### config.mk
export PLATFORM = sky130hd
export DESIGN_NAME = bru_top
export DESIGN_NICKNAME = d
export VERILOG_FILES = /design/src/bru_pkg.sv /design/src/bru_issue_queue.sv /design/src/bru_cond_eval.sv /design/src/bru_meta_eval.sv /design/src/bru_resolve.sv /design/src/bru_top.sv
export VERILOG_INCLUDE_DIRS = /design/src
export SDC_FILE = /design/constraint.sdc
export NUM_CORES = 1
export LEC_CHECK = 0
export BUFFER_PORTS_ARGS = -buffer_cell sky130_fd_sc_hd__buf_2
export CAP_MARGIN = 20
export CORE_AREA = 3 3 215 217
export CTS_CLUSTER_SIZE = 12
export DETAILED_ROUTE_END_ITERATION = 8
export DIE_AREA = 0 0 218 220
export PLACE_DENSITY = 0.69
export SETUP_SLACK_MARGIN = 0.02
export SLEW_MARGIN = 25
export SYNTH_ARGS = -nofsm -noshare
export SYNTH_HDL_FRONTEND = slang
export SYNTH_HIERARCHICAL = 1
export SYNTH_SLANG_ARGS = --single-unit
### constraint.sdc
create_clock -name clk -period 14.2 [get_ports clk]
set_input_delay 2.13 -clock clk [delete_from_list [all_inputs] [get_ports clk]]
set_output_delay 2.13 -clock clk [all_outputs]
set_load 0.005 [all_outputs]
### src/bru_macros.svh
/*
 * Width constants for the branch resolution unit.
 * Include this header in any file that sizes a datapath, PC or tag field.
 */

`ifndef BRU_MACROS_SVH
`define BRU_MACROS_SVH

// ======================================================================
// Datapath and PC widths
// ======================================================================

// Full integer operand width, the widest compare the unit performs
`define BRU_DATA_W 64

// Program counter width as seen by the back end
`define BRU_PC_W 32

// Signed branch displacement carried in the micro-op word
`define BRU_DISP_W 16

// ======================================================================
// Instruction stream constants
// ======================================================================

// Fall-through distance for a branch that is not taken
`define BRU_INSN_BYTES 4

// Reorder tag width, enough for 64 micro-ops in flight in the core
`define BRU_TAG_W 6

`endif

### src/bru_pkg.sv
/*
 * Shared types for the branch resolution unit.
 * Modules refer to these by scoped name, for example bru_pkg::micro_op_t.
 */

`include "bru_macros.svh"

package bru_pkg;

	// ======================================================================
	// Opcodes
	// ======================================================================

	// Only the eight conditional branch forms are decoded here
	// Any other encoding reaching the unit is treated as not a branch
	typedef enum logic [6:0] {
		OP_BCC8   = 7'h30,
		OP_BCC16  = 7'h31,
		OP_BCC32  = 7'h32,
		OP_BCC64  = 7'h33,
		OP_BCCU8  = 7'h34,
		OP_BCCU16 = 7'h35,
		OP_BCCU32 = 7'h36,
		OP_BCCU64 = 7'h37
	} opcode_t;

	// ======================================================================
	// Condition codes
	// ======================================================================

	// Ordered compares follow the signedness of the opcode family
	// FS and FC test only the flag operand c
	typedef enum logic [2:0] {
		EQ = 3'd0,
		NE = 3'd1,
		LT = 3'd2,
		GE = 3'd3,
		LE = 3'd4,
		GT = 3'd5,
		FS = 3'd6,
		FC = 3'd7
	} cond_t;

	// ======================================================================
	// Micro-op word
	// ======================================================================

	// Generic view used when only the opcode matters
	typedef struct packed {
		opcode_t     opcode;
		logic [24:0] payload;
	} uop_any_t;

	// Branch view with condition and signed displacement
	typedef struct packed {
		opcode_t                       opcode;
		cond_t                         cond;
		logic [5:0]                    spare;
		logic signed [`BRU_DISP_W-1:0] disp;
	} uop_br_t;

	// Both views overlay the same 32-bit word
	typedef union packed {
		uop_any_t any;
		uop_br_t  br;
	} micro_op_t;

endpackage

### src/bru_issue_queue.sv
/*
 * Two-entry micro-op queue on the input side of the branch unit.
 * Accepts issue on in_valid/in_ready and presents the head on q_valid/q_ready.
 */

`timescale 1ns/1ps
`include "bru_macros.svh"

module bru_issue_queue (
	input  logic                   clk,
	input  logic                   rst_n,
	input  logic                   in_valid,
	input  logic [`BRU_TAG_W-1:0]  in_tag,
	input  logic [`BRU_PC_W-1:0]   in_pc,
	input  logic                   in_pred_taken,
	input  bru_pkg::micro_op_t     in_uop,
	input  logic [`BRU_DATA_W-1:0] in_a,
	input  logic [`BRU_DATA_W-1:0] in_b,
	input  logic                   in_c,
	output logic                   in_ready,
	output logic                   q_valid,
	output logic [`BRU_TAG_W-1:0]  q_tag,
	output logic [`BRU_PC_W-1:0]   q_pc,
	output logic                   q_pred_taken,
	output bru_pkg::micro_op_t     q_uop,
	output logic [`BRU_DATA_W-1:0] q_a,
	output logic [`BRU_DATA_W-1:0] q_b,
	output logic                   q_c,
	input  logic                   q_ready
);

	// Entry storage holds one slot per queue position
	logic [`BRU_TAG_W-1:0]  tag_mem  [2];
	logic [`BRU_PC_W-1:0]   pc_mem   [2];
	logic                   pred_mem [2];
	bru_pkg::micro_op_t     uop_mem  [2];
	logic [`BRU_DATA_W-1:0] a_mem    [2];
	logic [`BRU_DATA_W-1:0] b_mem    [2];
	logic                   c_mem    [2];

	logic       wr_ptr;
	logic       rd_ptr;
	logic [1:0] count;
	logic       push;
	logic       pop;

	// A full queue still takes a new entry when the head leaves this cycle
	assign in_ready = (count != 2'd2) || q_ready;
	assign q_valid  = (count != 2'd0);

	assign push = in_valid && in_ready;
	assign pop  = q_valid && q_ready;

	// Head of queue goes straight out to the evaluator
	assign q_tag        = tag_mem[rd_ptr];
	assign q_pc         = pc_mem[rd_ptr];
	assign q_pred_taken = pred_mem[rd_ptr];
	assign q_uop        = uop_mem[rd_ptr];
	assign q_a          = a_mem[rd_ptr];
	assign q_b          = b_mem[rd_ptr];
	assign q_c          = c_mem[rd_ptr];

	// Pointers and occupancy
	always_ff @(posedge clk or negedge rst_n) begin
		if (!rst_n) begin
			wr_ptr <= 1'b0;
			rd_ptr <= 1'b0;
			count  <= 2'd0;
		end else begin
			if (push)
				wr_ptr <= ~wr_ptr;
			if (pop)
				rd_ptr <= ~rd_ptr;
			// Count moves only when exactly one side fires
			if (push && !pop)
				count <= count + 2'd1;
			else if (pop && !push)
				count <= count - 2'd1;
		end
	end

	// The accepted micro-op is written into the entry at the write pointer
	always_ff @(posedge clk) begin
		if (push) begin
			tag_mem[wr_ptr]  <= in_tag;
			pc_mem[wr_ptr]   <= in_pc;
			pred_mem[wr_ptr] <= in_pred_taken;
			uop_mem[wr_ptr]  <= in_uop;
			a_mem[wr_ptr]    <= in_a;
			b_mem[wr_ptr]    <= in_b;
			c_mem[wr_ptr]    <= in_c;
		end
	end

endmodule

### src/bru_cond_eval.sv
/*
 * Branch condition evaluator at a single operand width.
 * Combinational, instantiated once per width by the meta evaluator.
 */

`timescale 1ns/1ps

module bru_cond_eval #(
	parameter int WID = 64
) (
	input  bru_pkg::micro_op_t uop,
	input  logic [WID-1:0]     a,
	input  logic [WID-1:0]     b,
	input  logic               c,
	output logic               takb
);

	logic is_unsigned;
	logic eq;
	logic lt_s;
	logic lt_u;
	logic lt;

	// ======================================================================
	// Signedness from the opcode family
	// ======================================================================

	// The U forms compare as unsigned, everything else as two's complement
	always_comb begin
		case (uop.br.opcode)
			bru_pkg::OP_BCCU8,
			bru_pkg::OP_BCCU16,
			bru_pkg::OP_BCCU32,
			bru_pkg::OP_BCCU64:
				is_unsigned = 1'b1;
			default:
				is_unsigned = 1'b0;
		endcase
	end

	// ======================================================================
	// Basic compares at WID bits
	// ======================================================================

	assign eq   = (a == b);
	assign lt_s = ($signed(a) < $signed(b));
	assign lt_u = (a < b);

	// Pick the ordering that matches the opcode
	assign lt = is_unsigned ? lt_u : lt_s;

	// ======================================================================
	// Condition select
	// ======================================================================

	// LE and GT are built from lt and eq so one comparator serves all four
	// The flag tests never look at a or b
	always_comb begin
		case (uop.br.cond)
			bru_pkg::EQ: takb = eq;
			bru_pkg::NE: takb = !eq;
			bru_pkg::LT: takb = lt;
			bru_pkg::GE: takb = !lt;
			bru_pkg::LE: takb = lt || eq;
			bru_pkg::GT: takb = !(lt || eq);
			bru_pkg::FS: takb = c;
			bru_pkg::FC: takb = !c;
			default:     takb = 1'b0;
		endcase
	end

endmodule

### src/bru_meta_eval.sv
/*
 * Width-selecting branch evaluator.
 * Runs the condition at 8, 16, 32 and 64 bits and keeps the one the opcode names.
 */

`timescale 1ns/1ps
`include "bru_macros.svh"

module bru_meta_eval (
	input  bru_pkg::micro_op_t     uop,
	input  logic [`BRU_DATA_W-1:0] a,
	input  logic [`BRU_DATA_W-1:0] b,
	input  logic                   c,
	output logic                   takb
);

	logic takb8;
	logic takb16;
	logic takb32;
	logic takb64;

	// Each width has its own evaluator that sees only the low bits of the operands
	bru_cond_eval #(.WID(8))  u_eval8  (.uop(uop), .a(a[7:0]),  .b(b[7:0]),  .c(c), .takb(takb8));
	bru_cond_eval #(.WID(16)) u_eval16 (.uop(uop), .a(a[15:0]), .b(b[15:0]), .c(c), .takb(takb16));
	bru_cond_eval #(.WID(32)) u_eval32 (.uop(uop), .a(a[31:0]), .b(b[31:0]), .c(c), .takb(takb32));
	bru_cond_eval #(.WID(64)) u_eval64 (.uop(uop), .a(a[63:0]), .b(b[63:0]), .c(c), .takb(takb64));

	// Signed and unsigned forms of a width share the same evaluator output
	// Anything that is not a branch opcode falls through as not taken
	always_comb begin
		case (uop.any.opcode)
			bru_pkg::OP_BCC8,  bru_pkg::OP_BCCU8:
				takb = takb8;
			bru_pkg::OP_BCC16, bru_pkg::OP_BCCU16:
				takb = takb16;
			bru_pkg::OP_BCC32, bru_pkg::OP_BCCU32:
				takb = takb32;
			bru_pkg::OP_BCC64, bru_pkg::OP_BCCU64:
				takb = takb64;
			default:
				takb = 1'b0;
		endcase
	end

endmodule

### src/bru_resolve.sv
/*
 * Output side of the branch unit with target math and misprediction check.
 * Holds one registered result and drives back-pressure to the issue queue.
 */

`timescale 1ns/1ps
`include "bru_macros.svh"

module bru_resolve (
	input  logic                  clk,
	input  logic                  rst_n,
	input  logic                  q_valid,
	input  logic [`BRU_TAG_W-1:0] q_tag,
	input  logic [`BRU_PC_W-1:0]  q_pc,
	input  logic                  q_pred_taken,
	input  bru_pkg::micro_op_t    q_uop,
	input  logic                  takb,
	output logic                  q_ready,
	output logic                  out_valid,
	output logic [`BRU_TAG_W-1:0] out_tag,
	output logic                  out_taken,
	output logic [`BRU_PC_W-1:0]  out_next_pc,
	output logic                  out_mispredict,
	input  logic                  out_ready
);

	logic [`BRU_PC_W-1:0] disp_ext;
	logic [`BRU_PC_W-1:0] target;
	logic [`BRU_PC_W-1:0] fall_thru;
	logic [`BRU_PC_W-1:0] next_pc;
	logic                 load;

	// ======================================================================
	// Next PC
	// ======================================================================

	// Displacement is sign extended up to the PC width before the add
	assign disp_ext = {{(`BRU_PC_W-`BRU_DISP_W){q_uop.br.disp[`BRU_DISP_W-1]}}, q_uop.br.disp};

	assign target    = q_pc + disp_ext;
	assign fall_thru = q_pc + `BRU_PC_W'(`BRU_INSN_BYTES);
	assign next_pc   = takb ? target : fall_thru;

	// ======================================================================
	// Output slot and back-pressure
	// ======================================================================

	// Slot can take a new result when empty or when it drains this cycle
	assign q_ready = !out_valid || out_ready;
	assign load    = q_valid && q_ready;

	always_ff @(posedge clk or negedge rst_n) begin
		if (!rst_n)
			out_valid <= 1'b0;
		else if (load)
			out_valid <= 1'b1;
		else if (out_ready)
			out_valid <= 1'b0;
	end

	// The result payload is captured whenever the slot loads
	always_ff @(posedge clk) begin
		if (load) begin
			out_tag        <= q_tag;
			out_taken      <= takb;
			out_next_pc    <= next_pc;
			// A wrong direction guess is all that counts as a mispredict here
			out_mispredict <= (takb != q_pred_taken);
		end
	end

endmodule

### src/bru_top.sv
/*
 * Top level of the branch resolution unit.
 * Connects the issue queue, the width-selecting evaluator and the resolver.
 */

`timescale 1ns/1ps
`include "bru_macros.svh"

module bru_top (
	input  logic                   clk,
	input  logic                   rst_n,
	input  logic                   in_valid,
	output logic                   in_ready,
	input  logic [`BRU_TAG_W-1:0]  in_tag,
	input  logic [`BRU_PC_W-1:0]   in_pc,
	input  logic                   in_pred_taken,
	input  bru_pkg::micro_op_t     in_uop,
	input  logic [`BRU_DATA_W-1:0] in_a,
	input  logic [`BRU_DATA_W-1:0] in_b,
	input  logic                   in_c,
	output logic                   out_valid,
	input  logic                   out_ready,
	output logic [`BRU_TAG_W-1:0]  out_tag,
	output logic                   out_taken,
	output logic [`BRU_PC_W-1:0]   out_next_pc,
	output logic                   out_mispredict
);

	// Head of the queue, shared by the evaluator and the resolver
	logic                   q_valid;
	logic                   q_ready;
	logic [`BRU_TAG_W-1:0]  q_tag;
	logic [`BRU_PC_W-1:0]   q_pc;
	logic                   q_pred_taken;
	bru_pkg::micro_op_t     q_uop;
	logic [`BRU_DATA_W-1:0] q_a;
	logic [`BRU_DATA_W-1:0] q_b;
	logic                   q_c;
	logic                   takb;

	bru_issue_queue u_queue (
		.clk(clk), .rst_n(rst_n),
		.in_valid(in_valid), .in_tag(in_tag), .in_pc(in_pc),
		.in_pred_taken(in_pred_taken), .in_uop(in_uop),
		.in_a(in_a), .in_b(in_b), .in_c(in_c), .in_ready(in_ready),
		.q_valid(q_valid), .q_tag(q_tag), .q_pc(q_pc), .q_pred_taken(q_pred_taken),
		.q_uop(q_uop), .q_a(q_a), .q_b(q_b), .q_c(q_c), .q_ready(q_ready)
	);

	// Condition is resolved in the same cycle the head is presented
	bru_meta_eval u_eval (.uop(q_uop), .a(q_a), .b(q_b), .c(q_c), .takb(takb));

	bru_resolve u_resolve (
		.clk(clk), .rst_n(rst_n),
		.q_valid(q_valid), .q_tag(q_tag), .q_pc(q_pc), .q_pred_taken(q_pred_taken),
		.q_uop(q_uop), .takb(takb), .q_ready(q_ready),
		.out_valid(out_valid), .out_tag(out_tag), .out_taken(out_taken),
		.out_next_pc(out_next_pc), .out_mispredict(out_mispredict), .out_ready(out_ready)
	);

endmodule

### Word level (Yosys, flattened, before mapping)

Memory sizes are Yosys's and may differ from the RTL's. A register that Yosys moved wholly into a read port is not among the register bits.
Cells that the tools add are included.

* register bits after elaboration: 39
* RAM bits: 400
* output and inout port bits: 42
* logic and storage cells: 101
* memories: 7

* add/sub/neg operators: 4
* order comparisons: 8
* equal/unequal tests: 21
* muxes and demuxes: 17
* bitwise gates (word level): 2
* reduce and logical (&&, ||, !) cells: 35

Memory list
* u_queue.a_mem: depth 2, bits a word 64, rd ports 1, clocked after Yosys merged registers in 0, write ports 1, RTL line bru_issue_queue.sv:37 `` logic [`BRU_DATA_W-1:0] a_mem [2]; ``
* u_queue.b_mem: depth 2, bits a word 64, rd ports 1, clocked after Yosys merged registers in 0, write ports 1, RTL line bru_issue_queue.sv:38 `` logic [`BRU_DATA_W-1:0] b_mem [2]; ``
* u_queue.pc_mem: depth 2, bits a word 32, rd ports 1, clocked after Yosys merged registers in 0, write ports 1, RTL line bru_issue_queue.sv:34 `` logic [`BRU_PC_W-1:0] pc_mem [2]; ``
* u_queue.uop_mem: depth 2, bits a word 32, rd ports 1, clocked after Yosys merged registers in 0, write ports 1, RTL line bru_issue_queue.sv:36 `bru_pkg::micro_op_t uop_mem [2];`
* u_queue.tag_mem: depth 2, bits a word 6, rd ports 1, clocked after Yosys merged registers in 1, write ports 1, RTL line bru_issue_queue.sv:33 `` logic [`BRU_TAG_W-1:0] tag_mem [2]; ``
* u_queue.c_mem: depth 2, bits a word 1, rd ports 1, clocked after Yosys merged registers in 0, write ports 1, RTL line bru_issue_queue.sv:39 `logic c_mem [2];`
* 1 more memories

Operators by type and width (number)
* $lt A64 B64 Y1: 2
* $eq A64 B64 Y1: 1
* $lt A32 B32 Y1: 2
* $eq A7 B6 Y1 const B: 8
* $add A32 B3 Y32 const B: 1
* $add A32 B32 Y32: 1
* $eq A32 B32 Y1: 1
* $lt A16 B16 Y1: 2
* $mux W32: 1
* $pmux W1 S8: 4
* $eq A16 B16 Y1: 1
* $logic_not A1 Y1: 16
* $lt A8 B8 Y1: 2
* $eq A3 B3 Y1 const B: 4
* $mux W1: 9
* $eq A8 B8 Y1: 1
* $reduce_or A2 Y1: 4
* $eq A3 B2 Y1 const B: 2
* $logic_or A1 B1 Y1: 6
* $reduce_bool A2 Y1: 3
* $logic_and A1 B1 Y1: 4
* $mux W2: 2
* $pmux W1 S4: 1
* $reduce_or A4 Y1: 1
* other kinds (7): 8

### Longest topological paths before layout

An unclocked memory read counts as a cell.

* depth in word-level cells: 10
* gate-level depth with buffers: 19
* gate-level depth less buffers: 16

### Cells and area by module

Netlist, hierarchy kept.

By module, submodules not included
* bru_issue_queue: times used 1, cells each 640, area an instance 14711.6 um2
* bru_resolve: times used 1, cells each 417, area an instance 3783.6 um2
* bru_cond_eval at u_eval.u_eval64: times used 1, cells each 247, area an instance 1806.7 um2
* bru_cond_eval at u_eval.u_eval32: times used 1, cells each 131, area an instance 952.2 um2
* bru_cond_eval at u_eval.u_eval16: times used 1, cells each 71, area an instance 544.3 um2
* bru_cond_eval at u_eval.u_eval8: times used 1, cells each 41, area an instance 327.8 um2
* bru_meta_eval: times used 1, cells each 3, area an instance 50.0 um2

### Least setup slack after synthesis

OpenSTA, ideal clock, no wires.

* path kind: in2reg
* from: input out_ready
* to: memory u_queue/a_mem[0][0] in the netlist's numbering, enable pin
* library setup time: 0.768 ns
* arrival: 10.850 ns
* slack: 2.582 ns
* stages on the path: 4
* path buffers: 0
* cells stage by stage: nand2b_1 or3b_4 nand2_4 nor2_1

* cells in the longest elaborated chain, start to end: 5

RTL lines
* start, declared: RTL line bru_top.sv:22 `input logic out_ready,`
* $logic_or A1 B1 Y1: RTL line bru_resolve.sv:49 `assign q_ready = !out_valid || out_ready;`
* $logic_or A1 B1 Y1: RTL line bru_issue_queue.sv:48 `assign in_ready = (count != 2'd2) || q_ready;`
* net in_ready: RTL line bru_top.sv:13 `output logic in_ready,`
* $logic_and A1 B1 Y1: RTL line bru_issue_queue.sv:51 `assign push = in_valid && in_ready;`
* $mux W1: RTL line bru_issue_queue.sv:84 `if (push) begin`
* $mux W1 (implied by the code): RTL line bru_issue_queue.sv:89 `a_mem[wr_ptr] <= in_a;`
* end, declared: RTL line bru_issue_queue.sv:37

The timed path passes the listed nets, and every way through them passes these cells.

### Final worst setup path

* from: register u_queue.rd_ptr
* to: register u_resolve.out_next_pc[31], data pin

* elaborated cells between the ends (all ways): 68

RTL lines
* start, declared: RTL line bru_issue_queue.sv:42 `logic rd_ptr;`
* start signal, assigned: RTL line bru_issue_queue.sv:73 `rd_ptr <= ~rd_ptr;`
* $mem_v2 Z2 W64 *
* net q_a[23]: RTL line bru_top.sv:36 `` logic [`BRU_DATA_W-1:0] q_a; ``
* $lt A64 B64 Y1, on equally long branches: RTL line bru_cond_eval.sv:46, bru_cond_eval.sv:47
* $mux W1: RTL line bru_cond_eval.sv:50 `assign lt = is_unsigned ? lt_u : lt_s;`
* $logic_or A1 B1 Y1: RTL line bru_cond_eval.sv:64, bru_cond_eval.sv:65
* $logic_not A1 Y1: RTL line bru_cond_eval.sv:65 `bru_pkg::GT: takb = !(lt || eq);`
* $pmux W1 S8 *: RTL line bru_cond_eval.sv:59 `case (uop.br.cond)`
* net u_eval.takb64: RTL line bru_meta_eval.sv:20 `logic takb64;`
* $pmux W1 S4 *: RTL line bru_meta_eval.sv:31 `case (uop.any.opcode)`
* net takb: RTL line bru_top.sv:39 `logic takb;`
* $mux W32 *: RTL line bru_resolve.sv:42 `assign next_pc = takb ? target : fall_thru;`
* net u_resolve.next_pc[31]: RTL line bru_resolve.sv:30 `` logic [`BRU_PC_W-1:0] next_pc; ``
* end signal, assigned: RTL line bru_resolve.sv:66 `out_next_pc <= next_pc;`
* end, declared: RTL line bru_resolve.sv:22 `` output logic [`BRU_PC_W-1:0] out_next_pc, ``

The timed path passes the listed nets; every way through them passes the cells marked *.
A chain may end at the register's enable or synchronous reset.

==> results.md <==
- Cell Int Power: about 3.5 mW
- MaxCap Viol Count: 0
- Die area: approximately 48000 sq um
- Clock sink count: around 430
- Post-route setup TNS: 0 ns
- Unrepaired setup endpoints after global routing: no
- Overflow after GRT: 0
- Via count: 13050
- Average instance area after synthesis: 14.20 sq um
- # fillers: between 3000 and 4000
- Final setup violation count: 0
- Fin util: 0.5596
- WL/cell: 18.55 microns
- Fin. max-slew vios: 0
- Status: finished clean
- Flop2flop setup slack: about 7.7 ns
- Worst setup margin: 7.664 ns
- Worst VDD drop: roughly 0.15 mV
- Final ANT Viol Nets: 0
- First-pass GRT wire length: 69770 microns
- Pre-CTS WS: ~7.6 ns
- Postcts setup bufs: 0
- Multi-input gate area: between 7000 and 8000 sq um
- Actual slew at the worst max-slew pin: 1.010 ns
- Crit-path slowest cell: dfrtp_4
- Core area: roughly 44000 sq um
- DR pass1 iterations: 5
- Seq pwr share: 0.348
- Die W: 218 microns
- WL final: ~45000 microns
- Crit path required time: roughly 15 ns
- Switching power: 1.966 mW
- Worst-path fanout max: 57
- Die height: between 200 and 250 microns
- CTS clk-pin slew, worst paths: 0.06 ns
- Syn-to-layout area delta: 14.03%
- Fmax: about 0.15 GHz
- WS Path Type: register to register
- Vias per cell: between 5 and 6
- Final HPWL DP: 32280 microns
- Total power: 5.431 mW
- CP arrival: 6.96 ns
- CTS resizes: 0
- Final hold vios: 0
- CP Cell Sequence: buf_4 > mux2_2 > ha_1 > nand4_1 > nor4_1 > nand4_1 > o21ai_2 > mux2i_1 > o221ai_1 > nor4_2 > mux4_2 > nor4b_4 > buf_4 > inv_1 > or3_1 > a21oi_1 > nand4b_1
- GRT Resource Usage Total: 0.1848
- Final Skew: between 0.01 and 0.015 ns
- Drt initial violations: 674
- Initial core utilization: 0.4907
- Io pins: 246
- Clk_lat worst skew: 0.56 ns
- Final net count: between 2000 and 2500
- Critical path startpoint category: register
- Gp weighted congestion: about 0.85
- Leakage power: roughly 9.7 nW
- Min cycle time layout: roughly 6.5 ns
- Critical path's largest stage delay: slightly below 0.9 ns
- Max_slew headroom: 0.3270
- PD cells: about 220 nW/um^2
- Setup crit end kind: register
- Fraction of layout cells with a size suffix above 1: 0.3105
- FF/Latch Area: between 10000 and 15000 sq um
- DRC errors left: 0
- Row count: 77
- Clock share of power: 0.198
- Sw Share: 0.3621
- Number of global-route vias before repair: around 13000
- Mapped Nets: approximately 1900
- Initial antenna violation count: 16
- Root Buffer: clkbuf_16
- Port Buffers: around 240
- Synth warn: 6
- Cts-stage hold buffer count: 0
- Comb pwr share: 0.454
- Post-Syn Instances: 1532
- Largest net degree at the start of global routing: 70
- Hold slack: slightly below 0.5 ns
- H-tree depth: 2
- Cell area after synthesis: 21750 sq um
- Crit share post-route: 0.4603
- Cts bufs inserted: 45
- Hold WC Path Type: register to register
- TritonCTS clock tree: done
- Clock Path Buffers: 3
[placed cells by master, fill, tap and decap left out, drive strengths merged, types with 10 or more instances in the layout]
master and n:
nand3 40, buf 249, a21oi 93, ha 153, clkbuf 63, xor2 22
mux2 197, and3 16, inv 138, nor2 57, nand2 61, a21o 27
o211ai 10, nor3 14, nand4 39, edfxtp 428, o21ai 41, xnor2 37
clkinv 12
[area by class of cell]
cell class,count,share of cell area
clock inverters,14,0.003733
repair buffers,249,0.05126
inverters,137,0.02074
multi-input cells,930,0.3206
well taps,592,0.02987
clock buffers,63,0.04985
flip-flops and latches,433,0.5234
diodes,5,0.0005045
[critical path, delay by kind of cell, from the launching register on]
| kind | cells | cell delay (ns) |
|---|---|---|
| AND/OR/NAND/NOR | 7 | 2.03 |
| buffers and inverters | 3 | 1.65 |
| AO/OA/AOI/OAI | 3 | 0.57 |
| flip-flops | 1 | 0.87 |
| multiplexers | 3 | 0.92 |
| adder cells (fa/ha/maj) | 1 | 0.33 |
[power groups by stage]
stage | registers [mW] | clock network [mW] | logic [mW]
floorplan | 1.95 | 0 | 1.93
global placement | 1.90 | 0 | 2.40
detailed placement | 1.92 | 0 | 2.47
CTS | 1.89 | 1.11 | 2.48
global route | 1.92 | 1.17 | 2.75
finish | 1.89 | 1.08 | 2.46
[final timing paths]
kind,startpoint,endpoint,depth (start not counted)
worst max-delay path,u_queue/rd_ptr$_DFFE_PN0P_,u_resolve/out_next_pc[31]$_DFFE_PP_,17
worst min-delay path,u_queue/count[1]$_DFFE_PN0P_,u_queue/count[1]$_DFFE_PN0P_,1
worst max register to register,u_queue/rd_ptr$_DFFE_PN0P_,u_resolve/out_next_pc[31]$_DFFE_PP_,17
worst min register to register,u_queue/count[1]$_DFFE_PN0P_,u_queue/count[1]$_DFFE_PN0P_,1
max in group asynchronous,rst_n,u_queue/rd_ptr$_DFFE_PN0P_,1
min in group asynchronous,rst_n,u_resolve/out_valid$_DFFE_PN0P_,1
[through the flow]
stage	instances	instance area (sq um)
2_1_floorplan	1532	21750
3_3_place_gp	2341	23460
3_5_place_dp	2341	23460
4_1_cts	2418	24790
5_1_grt	2421	24800
6_report	2423	24800
[state kept, by name, summed over array words and instances, names as in the netlist]
| signal | count |
|---|---|
| u_queue/b_mem | 128 |
| u_resolve/out_mispredict | 1 |
| u_resolve/out_next_pc | 32 |
| u_queue/c_mem | 2 |
| u_queue/rd_ptr | 1 |
| u_resolve/out_valid | 1 |
| u_resolve/out_tag | 6 |
| u_queue/wr_ptr | 1 |
| u_resolve/out_taken | 1 |
| u_queue/uop_mem | 52 |
| u_queue/tag_mem | 12 |
| u_queue/pc_mem | 64 |
| u_queue/a_mem | 128 |
| u_queue/count | 2 |
| u_queue/pred_mem | 2 |
[metal layers]
metal  track usage  wire (microns)
met5             0             144
met1        0.2290           18910
met4       0.05914            1163
met2        0.3165           21890
met3       0.04964            2852
(Power assumes the default switching activity.)
